[src/design/quant_cfg_pkg.sv]
//--------------------------------------
// Quantizer configuration package
// Fixed-point constants, block type, per-coefficient matrix entry
// and the base step tables behind the matrix ROM
//--------------------------------------
package quant_cfg_pkg;

    localparam int QFIX      = 17;
    localparam int MAX_LEVEL = 2047;
    localparam int NUM_COEF  = 16;

    typedef enum logic {
        BT_LUMA   = 1'b0,
        BT_CHROMA = 1'b1
    } block_type_e;

    // Constants for one coefficient position
    typedef struct packed {
        logic [15:0] q;
        logic [15:0] iq;
        logic [31:0] bias;
        logic [31:0] zthresh;
        logic [15:0] sharpen;
    } matrix_entry_t;

    typedef matrix_entry_t [NUM_COEF-1:0] matrix_t;

    // Base steps per quantizer index
    localparam int unsigned DC_BASE_Q [0:7] = '{8, 12, 18, 26, 36, 50, 68, 91};
    localparam int unsigned AC_BASE_Q [0:7] = '{8, 14, 22, 32, 46, 64, 88, 120};

    localparam int unsigned BIAS_LUMA_DC   = 96;
    localparam int unsigned BIAS_LUMA_AC   = 110;
    localparam int unsigned BIAS_CHROMA_DC = 110;
    localparam int unsigned BIAS_CHROMA_AC = 115;

    // Frequency weights for luma sharpening, raster order
    localparam int unsigned SHARPEN_TAB [0:15] = '{0, 30, 60, 90, 30, 60, 90, 90,
                                                   60, 90, 90, 90, 90, 90, 90, 90};

endpackage

[src/design/quant_data_pkg.sv]
//--------------------------------------
// Quantizer data package
// Coefficient block, request and result records, zigzag scan order
//--------------------------------------
package quant_data_pkg;

    typedef logic signed [15:0] coef_t;

    // Raster order unless stated otherwise
    typedef coef_t [quant_cfg_pkg::NUM_COEF-1:0] coef_block_t;

    typedef struct packed {
        coef_block_t               blk;
        logic [2:0]                qidx;
        quant_cfg_pkg::block_type_e btype;
    } quant_req_t;

    typedef struct packed {
        // Zigzag order
        coef_block_t levels;
        // Raster order
        coef_block_t recon;
        logic        nz;
    } quant_res_t;

    // Raster position of each zigzag slot
    localparam int unsigned ZIGZAG [0:15] = '{0, 1, 4, 8, 5, 2, 3, 6,
                                              9, 12, 13, 10, 7, 11, 14, 15};

endpackage

[src/design/quant_ctrl.sv]
//--------------------------------------
// Quantizer control
// Runs the four-phase input and output links, holds the request
// and the result, one block outstanding at a time
//--------------------------------------
`timescale 1ns/1ns

module quant_ctrl #(
    parameter int NUM_QIDX = 8
) (
    input  logic                        clk,
    input  logic                        rst_n,
    input  logic                        in_req_i,
    input  quant_data_pkg::quant_req_t  in_data_i,
    output logic                        in_ack_o,
    output logic                        out_req_o,
    output quant_data_pkg::quant_res_t  out_data_o,
    input  logic                        out_ack_i,
    output logic [2:0]                  qidx_o,
    output quant_cfg_pkg::block_type_e  btype_o,
    output logic                        start_o,
    output quant_data_pkg::coef_block_t block_o,
    input  logic                        done_i,
    input  quant_data_pkg::quant_res_t  res_i
);

    typedef enum logic [2:0] {
        ST_IDLE,
        ST_CAPTURE,
        ST_CORE,
        ST_OFFER,
        ST_RELEASE
    } state_e;

    state_e                     state;
    quant_data_pkg::quant_req_t req_q;
    logic                       accept;

    // New request only once the previous ack has dropped
    assign accept = (state == ST_IDLE) && in_req_i && !in_ack_o;

    // Request hold, index clamped to the table depth
    always_ff @(posedge clk) begin
        if (accept) begin
            req_q.blk   <= in_data_i.blk;
            req_q.btype <= in_data_i.btype;
            req_q.qidx  <= (int'(in_data_i.qidx) >= NUM_QIDX) ?
                           3'(NUM_QIDX - 1) : in_data_i.qidx;
        end
    end

    //--------------------------------------
    // Handshake FSM
    //--------------------------------------
    always_ff @(posedge clk or negedge rst_n) begin
        if (!rst_n) begin
            state      <= ST_IDLE;
            in_ack_o   <= 1'b0;
            out_req_o  <= 1'b0;
            start_o    <= 1'b0;
            out_data_o <= '0;
        end else begin
            start_o <= 1'b0;
            if (in_ack_o && !in_req_i) begin
                in_ack_o <= 1'b0;
            end
            case (state)
                ST_IDLE: begin
                    if (accept) begin
                        in_ack_o <= 1'b1;
                        state    <= ST_CAPTURE;
                    end
                end
                ST_CAPTURE: begin
                    start_o <= 1'b1;
                    state   <= ST_CORE;
                end
                ST_CORE: begin
                    if (done_i) begin
                        out_data_o <= res_i;
                        out_req_o  <= 1'b1;
                        state      <= ST_OFFER;
                    end
                end
                ST_OFFER: begin
                    if (out_ack_i) begin
                        out_req_o <= 1'b0;
                        state     <= ST_RELEASE;
                    end
                end
                // Wait for the receiver to drop ack
                ST_RELEASE: begin
                    if (!out_ack_i) begin
                        state <= ST_IDLE;
                    end
                end
                default: state <= ST_IDLE;
            endcase
        end
    end

    assign qidx_o  = req_q.qidx;
    assign btype_o = req_q.btype;
    assign block_o = req_q.blk;

endmodule

[config.mk]
export PLATFORM = sky130hd
export DESIGN_NAME = quant_ctrl
export DESIGN_NICKNAME = d
export VERILOG_FILES = /design/src/design/quant_cfg_pkg.sv /design/src/design/quant_data_pkg.sv /design/src/design/quant_ctrl.sv
export SDC_FILE = /design/constraint.sdc
export NUM_CORES = 1
export LEC_CHECK = 0
export BUFFER_PORTS_ARGS = -buffer_cell sky130_fd_sc_hd__buf_2
export CORE_AREA = 2 2 601 603
export DETAILED_ROUTE_END_ITERATION = 8
export DIE_AREA = 0 0 603 605
export PLACE_DENSITY = 0.3
export RECOVER_POWER = 25
export SYNTH_ARGS = -nofsm -noshare
export SYNTH_HDL_FRONTEND = slang
export SYNTH_SLANG_ARGS = --single-unit
export TNS_END_PERCENT = 10
[constraint.sdc]
create_clock -name clk -period 7.4 [get_ports clk]
set_input_delay 0.74 -clock clk [delete_from_list [all_inputs] [get_ports clk]]
set_output_delay 0.74 -clock clk [all_outputs]
set_load 0.005 [all_outputs]
Yosys cells after proc, flatten, opt, wreduce, memory -nomap -nowiden
Index checks and enable logic that the tools add are counted.
Word-level totals
  bits of input ports: 778
  output and inout port bits: 776
  register bits: 779
  logic and storage cells: 85
Cells by class
  equal/unequal tests: 8
  multiplexer cells: 12
  reductions and logical operators: 10
Operators by type and width (count)
  $pmux W3 S5: 1
  $mux W3: 4
  $ne A2 B2 Y1 const B: 4
  $eq A3 B2 Y1 const B: 2
  $mux W1: 6
  $reduce_and A4 Y1: 1
  $eq A3 B1 Y1 const B: 1
  $eq A3 B3 Y1 const B: 1
  $logic_and A1 B1 Y1: 3
  $logic_not A3 Y1: 1
  $reduce_and A3 Y1: 1
  $logic_not A1 Y1: 2
  $pmux W1 S2: 1
  $reduce_and A2 Y1: 1
  $reduce_bool A2 Y1: 1

Logic depth before layout (Yosys ltp)
  depth in word-level cells: 5
  gate-level depth with buffers: 6
  gate-level depth less buffers: 2

Worst setup path after synthesis
Ideal clock, no wire load.
  path kind: register -> register
  start point: register state[1]
  end point: register req_q, in the netlist block_o[0], enable pin
  required time: 6.744 ns
  arrival: 6.773 ns
  cell stages (with the launch flop): 4
  path buffers: 1
  setup time: 0.656 ns
  clock period less this slack: 7.429 ns
  slack: -0.029 ns
  cell sequence: dfrtp_1 -> clkbuf_1 -> nor3_1 -> and3b_1
Between the ends
  longest elaborated chain between the ends: 3
RTL lines
  start: declaration: line quant_ctrl.sv:35  | state_e state;
  start signal: assignment: line quant_ctrl.sv:57  | state <= ST_IDLE;
  start signal: assignment: line quant_ctrl.sv:71  | state <= ST_CAPTURE;
  start signal: assignment: line quant_ctrl.sv:76  | state <= ST_CORE;
  $logic_not A3 Y1: line quant_ctrl.sv:40  | assign accept = (state == ST_IDLE) && in_req_i && !in_ack_o;
  $logic_and A1 B1 Y1 (2 in series): line quant_ctrl.sv:40
  named net accept: line quant_ctrl.sv:37  | logic accept;
  end: declaration: line quant_ctrl.sv:36  | quant_data_pkg::quant_req_t req_q;
The timed path passes the listed nets, and every way through them passes these cells.
A chain may end at the register's enable or synchronous reset.

==> reports/qor.yml <==
critical_path:
  crit_arrival_ns: 4.57
  critical_path.reg2reg.endpoint: "out_data_o[67]"
  cp-start-kind: "input pin"
  cp-startpoint: "rst_n"
  critPathMaxFanout: 120
  worst-r2r-setup-slack_ns: 4.28
  crit_path_cell_trace: "dlygate4sd3_1 > buf_8 > clkbuf_2"
  worst_path_largest_cell_delay_ns: 2.43
  critical_path_required_ns: 7.59
  worst_r2r_path_depth: 4
  critical_path_class: "input pin to async pin"
  crit-reg2reg-launch: "state[0]"
  path_buf_inv: 3
  critical-path-top-delay-family: "buffers and inverters"
  worst_path_max_delay_cell: "clkbuf_2"
  crit_path_end_kind: "async pin"
die:
  chipHeight_um: 605
  starting_density_of_the_core: 0.0763
  rows: 220
  core_region_area_um2: 358000
  die_w_um: 603
  floorplan.io_pins: 1554
  die_area_um2: 365000
min_path:
  timing.hold.worst_endpoint: "out_data_o[187]"
  min-delay-path-class: "input pin to flip-flop"
  holdPathStages: 2
  min-delay-start: "res_i[187]"
place:
  port_buffers: 1553
  dp_hpwl_mm: 231
  placedCellCount: 7651
  globalplace.congestion: 0.850
global_route:
  antenna_found_initial: 372
  grt_pass1_wl_mm: 317
  grt_max_degree: 150
  grt_remaining_overflow: 0
  vias_in_the_first_global_route: 23500
  track_usage: 0.140
clocking:
  postCtsHoldBufs: 482
  worst_skew_late_latency_ns: 0.86
  tritoncts_clock_tree: "built"
  clk_pin_slew_worst_paths_ns: 0.06
  cts_sinks: 779
  buffer_cell_driving_the_clock_tree_root: "clkbuf_16"
  cts_resized: 0
  htree_levels: 3
  cts_post_setup_buffers_inserted: 0
  cts_inserted_buffers: 116
  clockBufferDepth: 4
routing:
  first_iter_violations: 1134
  post-route-drc-count: 0
  postRouteWirelength_mm: 264
  ant_nets: 0
  drt_pass1_iterations: 4
  detailroute.via_count: 23000
  wl_per_instance_um: 31.4
  drt-vias-per-instance: 2.74
yosys:
  synth_enable_flop_cells: 260
  synth.net_count: 2146
  yosysWarningCount: 0
  async_reset_ff_frac: 0.666
  synthesis.instances: 1368
  synth_largest_type_area_fraction: 0.475
  most_frequently_used_flop_master_after_synthesis: "dfrtp_1"
  synth.area.mux_share: 0.211
  compound_gate_fraction_of_synth_area: 0.00188
  synth.top_cells.by_count: "dfrtp_1 (519), mux2_2 (513), edfxtp_1 (260), buf_6 (52), buf_2 (5)"
  synth_top_family_by_area: "multiplexers"
  synth_cell_type_count: 22
  average_instance_area_after_synthesis_um2: 20.0
  yosys_register_bits: 779
  synth-seq-area-share: 0.761
  synth.area.top_cells: "dfrtp_1 (48%), edfxtp_1 (29%), mux2_2 (21%)"
  synthDominantAreaCellType: "dfrtp_1"
  post_synth_xor_area_fraction: 0
  synth-adder-area-share: 0
  synth_most_common_cell: "dfrtp_1"
  synthSimpleGateAreaFrac: 0.00288
  post_synth_instance_area_um2: 27300
timing:
  maxClockFrequency_mhz: 228
  skew_ns: 0.0464
  tns_ns: 0
  setup_viol_count_final: 0
  min_period_over_period: 0.592
  hold_violations: 0
  finalMaxSlewViolations: 270
  finalHoldWorstSlack_ns: 0.121
  post-route-min-period_ns: 4.38
  timing_worst_slew_pin_value_ns: 3.52
  grt_setup_unrepaired: "no"
  timing.max_slew.rel_slack: -1.35
power:
  sequentialPowerShare: 0.356
  p_int_uw: 12700
  netSwitchingPower_uw: 7340
  power_leakage_uw: 0.0206
  power.share.combinational: 0.349
  clkPwrFrac: 0.295
  peakVddDrop_v: 0.000199
  cell_pwr_density_nw_per_um2: 404
  switching_share: 0.367
cells_and_area:
  num-fill-cells: 40300
  final_cells: 8402
  area_growth_syn_to_layout_pct: 81.3
  nets: 4256
  layout-drive-gt1-share: 0.631
  post-route-util: 0.138
status:
  failing_checks: "max-capacitance violations, max-slew violations"
  result_of_the_run: "complete, but fails checks"
job:
  maxCapViolCount: 3
-- final cells by class --
type,instances,area [µm²],area share
flip-flops and latches,779,20800,0.420
repair buffers,2051,12800,0.258
well taps,4773,5970,0.121
multi-input cells,530,5910,0.119
clock buffers,162,3320,0.0670
clock inverters,47,603,0.0122
diodes,60,150,0.00303
-- power groups by stage --
| stage | combinational, µW | clock [µW] | sequential, µW |
|---|---|---|---|
| 6_report | 6980 | 5900 | 7120 |
| 5_1_grt | 7460 | 6330 | 7340 |
| 4_1_cts | 7410 | 6230 | 7140 |
| 3_5_place_dp | 7070 | 0 | 7190 |
| 3_3_place_gp | 7070 | 0 | 7170 |
| 2_1_floorplan | 2310 | 0 | 7220 |
-- per-layer routing --
metal  track usage  part of all wire
met2         0.248              0.50
met1         0.139              0.33
met4        0.0362             0.034
met5             0            0.0035
met3        0.0817              0.13
-- stage by stage --
stage / cell area (µm²) / setup WS [ns] / power [µW]
finish: 49500 / 3.02 / 20000
global route: 49400 / 2.32 / 21100
CTS: 49400 / 4.26 / 20800
detailed placement: 40700 / 3.99 / 14300
global placement: 40700 / 4.05 / 14200
floorplan: 27300 / 3.02 / 9530
-- worst max path at each step --
stage                                  to  slack (ns)  cells after the start
after CTS                 out_data_o[184]        4.26                      4
after detailed placement  out_data_o[184]        3.99                      5
after floorplan                block_o[0]        3.02                      3
after global placement    out_data_o[198]        4.05                      5
after global routing      out_data_o[397]        2.32                      3
final                     out_data_o[414]        3.02                      3
-- cell families (layout without fill, tap and decap cells) --
kind of cell / Yosys count / count (layout)
buffers and inverters: 59 / 2260
AND/OR/NAND/NOR: 10 / 10
multiplexers: 513 / 513
other: 0 / 60
flip-flops: 779 / 779
AO/OA/AOI/OAI: 7 / 7
-- placed cells by master, fill, tap and decap left out, types with 2 or more instances in the layout --
master,synthesis,final
mux2_2,513,513
clkinvlp_4,0,2
clkbuf_16,0,119
clkinv_4,0,6
clkbuf_2,0,5
clkinv_2,0,17
bufinv_16,0,11
buf_4,1,7
buf_12,0,6
inv_6,0,2
dfrtp_1,519,519
dlygate4sd3_1,0,482
buf_2,5,1538
edfxtp_1,260,260
clkinv_1,0,6
clkbuf_1,1,37
or3b_2,2,2
nand3b_1,2,2
diode_2,0,60
clkbuf_8,0,18
clkinv_16,0,2
-- sequential cells by signal (all words and copies together) (netlist names) --
name        flops
block_o       256
btype_o         1
in_ack_o        1
out_data_o    513
out_req_o       1
qidx_o          3
start_o         1
state           3
Note: power is estimated with default switching activity, not from simulation.
