==> src/design/quant_cfg_pkg.sv <==
//--------------------------------------
// Quantizer configuration package
// Fixed-point constants, block type, per-coefficient matrix entry
// and the base step tables behind the matrix ROM
//--------------------------------------
package quant_cfg_pkg;

    localparam int QFIX      = 17;
    localparam int MAX_LEVEL = 2047;
    localparam int NUM_COEF  = 16;

    typedef enum logic {
        BT_LUMA   = 1'b0,
        BT_CHROMA = 1'b1
    } block_type_e;

    // Constants for one coefficient position
    typedef struct packed {
        logic [15:0] q;
        logic [15:0] iq;
        logic [31:0] bias;
        logic [31:0] zthresh;
        logic [15:0] sharpen;
    } matrix_entry_t;

    typedef matrix_entry_t [NUM_COEF-1:0] matrix_t;

    // Base steps per quantizer index
    localparam int unsigned DC_BASE_Q [0:7] = '{8, 12, 18, 26, 36, 50, 68, 91};
    localparam int unsigned AC_BASE_Q [0:7] = '{8, 14, 22, 32, 46, 64, 88, 120};

    localparam int unsigned BIAS_LUMA_DC   = 96;
    localparam int unsigned BIAS_LUMA_AC   = 110;
    localparam int unsigned BIAS_CHROMA_DC = 110;
    localparam int unsigned BIAS_CHROMA_AC = 115;

    // Frequency weights for luma sharpening, raster order
    localparam int unsigned SHARPEN_TAB [0:15] = '{0, 30, 60, 90, 30, 60, 90, 90,
                                                   60, 90, 90, 90, 90, 90, 90, 90};

endpackage

==> src/design/quant_matrix_rom.sv <==
//--------------------------------------
// Quantizer matrix ROM
// Builds every matrix at elaboration from the base steps
// and reads one out combinationally by index and block type
//--------------------------------------
`timescale 1ns/1ns

module quant_matrix_rom #(
    parameter int NUM_QIDX = 8
) (
    input  logic [2:0]                 qidx_i,
    input  quant_cfg_pkg::block_type_e btype_i,
    output quant_cfg_pkg::matrix_t     matrix_o
);

    // One whole matrix for a given index and type
    function automatic quant_cfg_pkg::matrix_t make_matrix(input int qi, input int bt);
        quant_cfg_pkg::matrix_t m;
        int unsigned q;
        int unsigned b;
        int unsigned iq;
        for (int k = 0; k < quant_cfg_pkg::NUM_COEF; k++) begin
            q = (k == 0) ? quant_cfg_pkg::DC_BASE_Q[qi] : quant_cfg_pkg::AC_BASE_Q[qi];
            if (bt == int'(quant_cfg_pkg::BT_CHROMA)) begin
                // Chroma runs at half step, floor of 2
                q = q / 2;
                if (q < 2) begin
                    q = 2;
                end
                b = (k == 0) ? quant_cfg_pkg::BIAS_CHROMA_DC : quant_cfg_pkg::BIAS_CHROMA_AC;
            end else begin
                b = (k == 0) ? quant_cfg_pkg::BIAS_LUMA_DC : quant_cfg_pkg::BIAS_LUMA_AC;
            end
            iq = 131072 / q;
            b  = b << 9;
            m[k].q       = 16'(q);
            m[k].iq      = 16'(iq);
            m[k].bias    = 32'(b);
            m[k].zthresh = 32'((131071 - b) / iq);
            if (bt == int'(quant_cfg_pkg::BT_LUMA) && k != 0) begin
                m[k].sharpen = 16'((quant_cfg_pkg::SHARPEN_TAB[k] * q) >> 11);
            end else begin
                m[k].sharpen = '0;
            end
        end
        return m;
    endfunction

    quant_cfg_pkg::matrix_t table_q [0:1][0:NUM_QIDX-1];

    //--------------------------------------
    // Constant table
    //--------------------------------------
    for (genvar t = 0; t < 2; t++) begin : g_type
        for (genvar i = 0; i < NUM_QIDX; i++) begin : g_qidx
            localparam quant_cfg_pkg::matrix_t ENTRY = make_matrix(i, t);
            assign table_q[t][i] = ENTRY;
        end
    end

    // Index is already clamped to the table depth upstream
    assign matrix_o = table_q[btype_i][qidx_i];

endmodule

==> config.mk <==
export PLATFORM = sky130hd
export DESIGN_NAME = quant_matrix_rom
export DESIGN_NICKNAME = d
export VERILOG_FILES = /design/src/design/quant_cfg_pkg.sv /design/src/design/quant_matrix_rom.sv
export SDC_FILE = /design/constraint.sdc
export NUM_CORES = 1
export LEC_CHECK = 0
export BUFFER_PORTS_ARGS = -buffer_cell sky130_fd_sc_hd__buf_2
export CORE_AREA = 2 2 709 711
export DETAILED_ROUTE_END_ITERATION = 12
export DIE_AREA = 0 0 711 713
export GPL_TIMING_DRIVEN = 1
export REMOVE_ABC_BUFFERS = 1
export SYNTH_ARGS = -nofsm -noshare
export SYNTH_HDL_FRONTEND = slang
export SYNTH_SLANG_ARGS = --single-unit
==> constraint.sdc <==
create_clock -name vclk -period 3
set_clock_uncertainty 0.15 [all_clocks]
set_input_delay 0 -clock vclk [all_inputs]
set_output_delay 0 -clock vclk [all_outputs]
set_load 0.01 [all_outputs]
==> out/metrics.csv, run 1 <==
stage,metric,value,unit
status,status,completed,
logic_synthesis,largest family of logic cells by synthesized area,buffers and inverters,
final_layout,layout cell share with drive strength beyond 1,0.3360,
floorplan,die extent in y,713,µm
grt,Tot GR Track Use,0.02977,
logic_synthesis,xor/xnor cell area share of the yosys netlist,0,
final_layout,most frequent cells in the layout,"1,212 x conb_1, 572 x buf_2, 41 x buf_4",
logic_synthesis,mux contribution to synthesized area,0.003014,
worst_setup_path,CP endpoint kind,output pin,
clocking,Hold Buf Count CTS,0,
worst_setup_path,CP cell instances,buf_4 -> buf_4 -> ha_1 -> nor2b_1 -> o21ai_0 -> o21ai_4 -> buf_4 -> buf_2,
timing,fin. max-slew vios,0,
worst_setup_path,CP Launch Type,input port,
floorplan,Die Area,506900,µm²
clocking,post_cts resized,0,
worst_hold_path,hold crit path type,in -> out,
placed_design,I/O Buffers,584,
worst_setup_path,crit path kind,in -> out,
worst_hold_path,HP Start,btype_i,
logic_synthesis,Synth Cell Area,14110,µm²
route,post-route ant nets,0,
route,drt first pass iters,4,
route,Starting DRT DRC Count,655,
grt,initial antenna violation count,37,
route,drt drc,0,
timing,Worst Max-Slew Pin Slew,0.8777,ns
route,Routed WL per cell,9.794,µm
worst_setup_path,"Arr. time, crit path",2.33,ns
logic_synthesis,top cell type's share of synthesized area,0.9235,
final_layout,Nets,2037,
final_layout,"Area growth, synth to finish",27.13,%
timing,Max Fclk,403.4,MHz
logic_synthesis,Simple-Gate Fraction of Synth Area,0.02261,
worst_hold_path,Worst Hold Path Cells,3,
logic_synthesis,YS warnings,0,
final_layout,fillcell total,59720,
worst_hold_path,WHS Endpoint,matrix_o[1628],
floorplan,Starting Density,0.02824,
placed_design,HPWL after DPL,71320,µm
floorplan,die width,711,µm
worst_setup_path,most frequent CP cell,buf_4,
logic_synthesis,sequential area share after synthesis,0,
worst_setup_path,"slowest stage delay, CP",0.55,ns
floorplan,Placeable Area,499700,µm²
timing,final worst path period need,2.479,ns
logic_synthesis,leading post-synthesis cells by cell area,"buf_4 92%, ha_1 1.4%, o21ai_0 1.2%",
final_layout,clkbuf count,0,
timing,RSZ-0062 raised after global routing,no,
timing,Tcrit/Tclk final,0.8264,
timing,Slew headroom,0.4148,
logic_synthesis,compound-gate portion of the synthesized area,0.02952,
logic_synthesis,Mapped Avg Cell Area,7.373,µm²
floorplan,Top-Level Pins,1796,
final_layout,register area,0,µm²
grt,total gr overflow,0,
timing,"Hold Vio Cnt, Final",0,
final_layout,Multi-input gate area,5819,µm²
logic_synthesis,Mapped Cells,1914,
logic_synthesis,library cell with the largest summed area after synthesis,buf_4,
grt,global-route wire length before repair,87620,µm
placed_design,gpl congestion,0.6021,
route,Via Count,7895,
grt,vias in the first global route,3842,
grt,pin count of the biggest net entering global routing,49,
route,vias per cell,0.9056,
final_layout,"commonest non-fill, non-tap cell in the layout",conb_1,
floorplan,# rows,260,
final_layout,flip-flop and latch count,0,
worst_setup_path,crit-path max FO,17,
clocking,number of setup buffers added after CTS,0,
route,final wirelength,85390,µm
timing,endpoints failing setup,0,
worst_setup_path,CP max stage cell,buf_4,
logic_synthesis,synth unique cells,43,
worst_setup_path,Worst EP required,2.85,ns
final_layout,final core utilization,0.03590,
logic_synthesis,Post-Synth Adder-Cell Area,0.01419,
job,max-cap violations,0,
-- worst max path at each step --
stage | cells past startpoint | from | slack, ns | to
after CTS | 8 | btype_i | 0.34 | matrix_o[1206]
after floorplan | 4 | btype_i | -2.99 | matrix_o[1029]
after detailed placement | 8 | btype_i | 0.34 | matrix_o[1206]
final | 8 | btype_i | 0.52 | matrix_o[1206]
after global placement | 8 | btype_i | 0.44 | matrix_o[1094]
after global routing | 8 | btype_i | 0.30 | matrix_o[1206]
-- cells by family after synthesis --
kind of cell | count (synthesis)
compound gates | 72
fa+ha+maj | 16
buf+inv | 1756
mux | 4
other cells | 2
simple gates | 64
-- worst max-delay path: cells and delay by family --
kind	cells	cell delay [ns]
fa+ha+maj	1	0.29
buf+inv	4	1.29
simple gates	1	0.29
compound gates	2	0.32
-- metal layers --
| metal | share of wire | vias to the layer above | track usage |
|---|---|---|---|
| li1 | - | 3133 | - |
| met1 | 0.42 | 3699 | 0.04067 |
| met2 | 0.48 | 1024 | 0.05083 |
| met3 | 0.078 | 39 | 0.003159 |
| met4 | 0.025 | 0 | 0.004996 |
| met5 | 0 | - | 0 |
-- final cells by class --
cell class | count | share of cell area
Tap cell | 6681 | 0.4659
Antenna cell | 22 | 0.003069
Multi-Input combinational cell | 1368 | 0.3244
Inverter | 9 | 0.002022
Timing Repair Buffer | 638 | 0.2046
-- metrics by stage --
stage	setup TNS (ns)	hold WS [ns]	cells	instance area [µm²]	worst slack, ns
CTS	0	0.4717	8696	17890	0.3413
floorplan	-777.64	-0.1500	1377	5562	-2.993
global placement	0	0.4667	8696	17890	0.4385
global route	0	0.4735	8696	17890	0.3043
finish	0	0.3871	8718	17940	0.5208
detailed placement	0	0.4706	8696	17890	0.3448
-- cells in the mapped netlist (all sizes together) (2+ instances only) --
cell type	n
and2	3
nor2	16
nor2b	5
a211oi	2
a31oi	4
a21o	2
nand2	22
nand2b	3
ha	16
o21ai	36
o21bai	2
a21boi	4
nand3	2
and2b	4
mux2i	2
buf	1741
mux2	2
nor3	5
inv	9
conb	2
a21oi	14
clkbuf	6
==> run 2: changes to the inputs <==
--- a/config.mk
+++ b/config.mk
@@ -6,9 +6,9 @@
 export NUM_CORES = 1
 export LEC_CHECK = 0
 export BUFFER_PORTS_ARGS = -buffer_cell sky130_fd_sc_hd__buf_2
-export CORE_AREA = 2 2 709 711
+export CORE_AREA = 2 2 699 701
 export DETAILED_ROUTE_END_ITERATION = 12
-export DIE_AREA = 0 0 711 713
+export DIE_AREA = 0 0 701 703
 export GPL_TIMING_DRIVEN = 1
 export REMOVE_ABC_BUFFERS = 1
 export SYNTH_ARGS = -nofsm -noshare
==> constraint.sdc (replaced) <==
create_clock -name vclk -period 2
set_clock_uncertainty 0.15 [all_clocks]
set_input_delay 0 -clock vclk [all_inputs]
set_output_delay 0 -clock vclk [all_outputs]
set_load 0.01 [all_outputs]
==> run 2 against run 1 <==
Compared with the run above:
- wire length is 5.2% higher
- die area shrank 2.8%
- via count grew 4.3%
- design area increased by 4.7%
- global-route usage is 0.23 points higher
- non-clock buffer count rose by 59
- first-iteration DRC count shrank 13%
- highest routed layer is now met5
==> out/metrics.csv, run 2 (synthesis results as in run 1) <==
stage,metric,value,unit,change
grt,grt met3 use,0.007008,,+0.003848
timing,"Hold Vio Cnt, Final",0,,unchanged
grt,grt peak-use layer,met2,,
final_layout,post-route insts no fill,8561,,-1.8%
timing,Worst Max-Slew Pin Slew,0.5951,ns,-0.2827 ns
timing,RSZ-0062 raised after global routing,no,,
floorplan,die extent in y,703,µm,-1.4%
route,Routed WL per cell,10.50,µm,+7.2%
worst_hold_path,HP Start,btype_i,,
worst_setup_path,crit-path max FO,15,,-2
final_layout,fillcell total,57970,,-2.9%
worst_setup_path,CP Launch Point,btype_i,,
timing,fin. max-slew vios,0,,unchanged
grt,initial antenna violation count,37,,unchanged
worst_setup_path,CP endpoint kind,output pin,,
final_layout,Nets,2096,,+2.9%
grt,met1 Usage GRT,0.04133,,+0.0006673
grt,global-route wire length before repair,90690,µm,+3.5%
final_layout,most frequent cells in the layout,"1,212 x conb_1, 556 x buf_2, 74 x buf_12",,
clocking,post_cts resized,0,,unchanged
worst_setup_path,Worst EP required,1.85,ns,-1.00 ns
floorplan,Top-Level Pins,1796,,unchanged
final_layout,"commonest non-fill, non-tap cell in the layout",conb_1,,
grt,vias in the first global route,4075,,+6.1%
floorplan,# rows,256,,-1.5%
placed_design,Cells after DPL,8524,,-2.0%
status,status,completed,,
route,vias per cell,0.9616,,+6.2%
final_layout,"Area growth, synth to finish",33.12,%,
final_layout,register area,0,µm²,unchanged
grt,pin count of the biggest net entering global routing,28,,-43%
timing,endpoints failing setup,0,,unchanged
timing,Max Fclk,527.9,MHz,
grt,total gr overflow,0,,unchanged
final_layout,flip-flop and latch count,0,,unchanged
timing,Final Worst Setup Slack,0.1058,ns,-0.4150 ns
route,post-route ant nets,0,,unchanged
timing,Hold WS,0.4934,ns,+0.1063 ns
floorplan,Placeable Area,484900,µm²,-2.9%
route,Starting DRT DRC Count,567,,-13%
final_layout,clkbuf count,0,,unchanged
grt,Tot GR Track Use,0.03207,,+0.002297
route,drt first pass iters,5,,+1
floorplan,Starting Density,0.02910,,+0.0008581
worst_setup_path,CP Launch Type,input port,,
floorplan,Die Area,492800,µm²,-2.8%
timing,Tcrit/Tclk final,0.9471,,
worst_hold_path,hold crit path type,in -> out,,
placed_design,gpl congestion,0.6060,,+0.65%
timing,final worst path period need,1.894,ns,
grt,met2 GRT Util,0.05327,,+0.002439
placed_design,I/O Buffers,584,,unchanged
final_layout,Multi-input gate area,5821,µm²,about the same
final_layout,layout cell share with drive strength beyond 1,0.3549,,+0.01889
worst_setup_path,"Arr. time, crit path",1.74,ns,-0.59 ns
route,final wirelength,89860,µm,+5.2%
placed_design,dpl ws,0.05788,ns,-0.2870 ns
route,drt drc,0,,unchanged
route,Via Count,8232,,+4.3%
floorplan,die width,701,µm,-1.4%
clocking,number of setup buffers added after CTS,0,,unchanged
placed_design,HPWL after DPL,78640,µm,+10%
worst_setup_path,crit path kind,in -> out,,
clocking,Hold Buf Count CTS,0,,unchanged
job,max-cap violations,0,,unchanged
timing,Slew headroom,0.6033,,+0.1885
run 2: layout make-up:
cell class | instances | area share
antenna | 37 | 0.004928
inverter | 9 | 0.001931
multi-input combinational | 1368 | 0.3098
tap | 6450 | 0.4296
timing repair buffer | 697 | 0.2537
run 2: final timing paths:
path                             end  depth (start not counted)  slack [ns]
worst max-delay path   matrix_o[762]                          9        0.11
worst min-delay path  matrix_o[1289]                          3        0.49
run 2: critical path: stages:
cell     delay [ns]
buf_4          0.17
inv_4          0.07
buf_4          0.16
ha_1           0.22
and2b_1        0.20
nor3_1         0.37
a21oi_4        0.11
buf_12         0.19
buf_2          0.18
run 2: routing by layer:
metal,vias to the layer above,share of wire,wire [µm]
met3,47,0.086,7696
li1,3270,-,-
met4,2,0.030,2739
met5,-,0.00014,13
met1,3883,0.41,36540
met2,1030,0.48,42870
run 2: metrics by stage:
step / cell area (µm²) / TNS (ns) / utilization
2_1_floorplan: 5562 / -1231.45 / -
3_3_place_gp: 18690 / 0 / 0.03855
3_5_place_dp: 18690 / 0 / 0.03855
4_1_cts: 18690 / 0 / 0.03855
5_1_grt: 18700 / 0 / 0.03855
6_report: 18790 / 0 / 0.03874
==> run 3: changes to the inputs <==
--- a/config.mk
+++ b/config.mk
@@ -5,10 +5,11 @@
 export SDC_FILE = /design/constraint.sdc
 export NUM_CORES = 1
 export LEC_CHECK = 0
+export ABC_AREA = 1
 export BUFFER_PORTS_ARGS = -buffer_cell sky130_fd_sc_hd__buf_2
-export CORE_AREA = 2 2 699 701
+export CORE_AREA = 2 2 698 700
 export DETAILED_ROUTE_END_ITERATION = 12
-export DIE_AREA = 0 0 701 703
+export DIE_AREA = 0 0 700 702
 export GPL_TIMING_DRIVEN = 1
 export REMOVE_ABC_BUFFERS = 1
 export SYNTH_ARGS = -nofsm -noshare
==> run 3 against run 2 <==
Compared with the run above:
- area after synthesis is 0.43% lower
- cell count hardly changed
- flip-flop and latch count did not move
- design area fell by 1.7%
- highest routed layer is now met4
- setup slack worse by 0.036 ns
- via count shrank 3.2%
- hold slack worse by 0.063 ns
- fmax fell by 1.9%
- non-clock buffer count decreased by 34
- global-route usage up 0.055 points
- die area shrank 0.28%
==> out/metrics.csv, run 3 <==
stage,metric,value,unit,change
timing,Slew headroom,0.6512,,+0.04793
final_layout,flip-flop and latch count,0,,unchanged
clocking,Hold Buf Count CTS,0,,unchanged
route,vias per cell,0.9308,,-3.2%
logic_synthesis,Synth Cell Area,14050,µm²,-0.43%
worst_setup_path,crit-path max FO,7,,-8
timing,Tcrit/Tclk final,0.9652,,+0.01813
final_layout,"commonest non-fill, non-tap cell in the layout",conb_1,,
route,Routed WL per cell,10.51,µm,+0.18%
logic_synthesis,leading post-synthesis cells by cell area,"buf_4 93%, nand2_1 2.8%, ha_1 1.4%",,
floorplan,# rows,256,,unchanged
floorplan,die extent in y,702,µm,-0.14%
worst_setup_path,CP max stage cell,ha_1,,
grt,vias in the first global route,3987,,-2.2%
route,drt drc,0,,unchanged
final_layout,clkbuf count,0,,unchanged
grt,total gr overflow,0,,unchanged
route,Via Count,7965,,-3.2%
timing,"Hold Vio Cnt, Final",0,,unchanged
route,Starting DRT DRC Count,499,,-12%
worst_setup_path,most frequent CP cell,nand2_1,,
worst_setup_path,CP Buf/Inv Count,4,,-1
logic_synthesis,"top cells by count, synth","1,734 x buf_4, 103 x nand2_1, 36 x nand3_1",,
worst_setup_path,crit path kind,in -> out,,
logic_synthesis,Mapped Cells,1944,,+1.6%
grt,initial antenna violation count,37,,unchanged
floorplan,Starting Density,0.02901,,-0.00008810
route,final wirelength,89970,µm,+0.13%
status,status,completed,,
worst_setup_path,CP Launch Type,input port,,
timing,endpoints failing setup,0,,unchanged
logic_synthesis,synth unique cells,15,,-65%
worst_setup_path,CP endpoint kind,output pin,,
logic_synthesis,sequential area share after synthesis,0,,unchanged
placed_design,gpl congestion,0.6204,,+2.4%
job,max-cap violations,0,,unchanged
route,drt first pass iters,5,,unchanged
worst_hold_path,hold crit path type,in -> out,,
placed_design,I/O Buffers,584,,unchanged
final_layout,most frequent cells in the layout,"1,212 x conb_1, 553 x buf_2, 90 x nand2_1",,
timing,Worst Max-Slew Pin Slew,0.5232,ns,-0.07190 ns
logic_synthesis,YS warnings,0,,unchanged
route,post-route ant nets,0,,unchanged
timing,Max Fclk,518.0,MHz,-1.9%
grt,pin count of the biggest net entering global routing,24,,-14%
floorplan,Die Area,491400,µm²,-0.28%
grt,global-route wire length before repair,92000,µm,+1.4%
worst_setup_path,CP cell instances,buf_2 -> inv_1 -> ha_1 -> nand2_1 -> nand2_1 -> nand2_1 -> nand2_4 -> buf_4 -> buf_2,,
clocking,number of setup buffers added after CTS,0,,unchanged
timing,RSZ-0062 raised after global routing,no,,
floorplan,Placeable Area,484300,µm²,-0.13%
logic_synthesis,most common cell in the synthesized netlist,buf_4,,
placed_design,HPWL after DPL,77540,µm,-1.4%
grt,Tot GR Track Use,0.03262,,+0.0005548
timing,fin. max-slew vios,0,,unchanged
worst_setup_path,"CP delay by family, top",buffers and inverters,,
worst_setup_path,"slowest stage delay, CP",0.31,ns,-0.06 ns
floorplan,Top-Level Pins,1796,,unchanged
final_layout,"Area growth, synth to finish",31.45,%,
logic_synthesis,Mapped Avg Cell Area,7.228,µm²,-2.0%
floorplan,die width,700,µm,-0.14%
clocking,post_cts resized,0,,unchanged
final_layout,Nets,2096,,unchanged
logic_synthesis,top cell type's share of synthesized area,0.9264,,+0.002961
final_layout,layout cell share with drive strength beyond 1,0.3399,,-0.01495
logic_synthesis,library cell with the largest summed area after synthesis,buf_4,,
final_layout,register area,0,µm²,unchanged
timing,final worst path period need,1.930,ns,+0.03627 ns
worst_setup_path,Worst EP required,1.85,ns,about the same
worst_setup_path,"Arr. time, crit path",1.78,ns,+0.04 ns
timing,Hold WS,0.4305,ns,-0.06291 ns
run 3: metal layers:
metal | part of all wire | wire [µm] | global-route usage
met2 | 0.46 | 41740 | 0.05408
met1 | 0.38 | 34450 | 0.04185
met3 | 0.11 | 10130 | 0.007779
met4 | 0.041 | 3657 | 0.009181
met5 | 0 | 0 | 0
run 3: through the flow:
stage	util	setup WS [ns]	setup TNS [ns]	area [µm²]	instances
final	0.03814	0.06954	0	18470	8557
after global routing	0.03797	0.01687	0	18390	8524
after detailed placement	0.03796	0.06593	0	18380	8524
after global placement	0.03796	0.08919	0	18380	8524
after CTS	0.03796	0.07209	0	18380	8524
after floorplan	-	-3.706	-795.13	5512	1411
run 3: path summary, 6_finish.rpt:
check,start,end,slack [ns],cells past startpoint
max,qidx_i[0],matrix_o[1202],0.07,9
min,qidx_i[2],matrix_o[101],0.43,4
run 3: layout make-up:
type	count	area, µm²
Fill cell	57900	465800
Tap cell	6450	8070
Multi-Input combinational cell	1391	5708
Timing Repair Buffer	663	4532
Antenna cell	33	82.58
Inverter	20	77.57
run 3: cell families (layout without fill, tap and decap cells):
| family | after synthesis | in the layout | share of synthesized area |
|---|---|---|---|
| simple gates | 155 | 155 | 0.04604 |
| buf+inv | 1763 | 683 | 0.9363 |
| fa+ha+maj | 16 | 16 | 0.01425 |
| other cells | 2 | 1245 | 0.0005345 |
| compound gates | 8 | 8 | 0.002849 |
run 3: tightest hold or removal path, stage by stage:
cell	delay, ns
buf_2	0.18
nand2_1	0.15
inv_1	0.05
buf_2	0.18
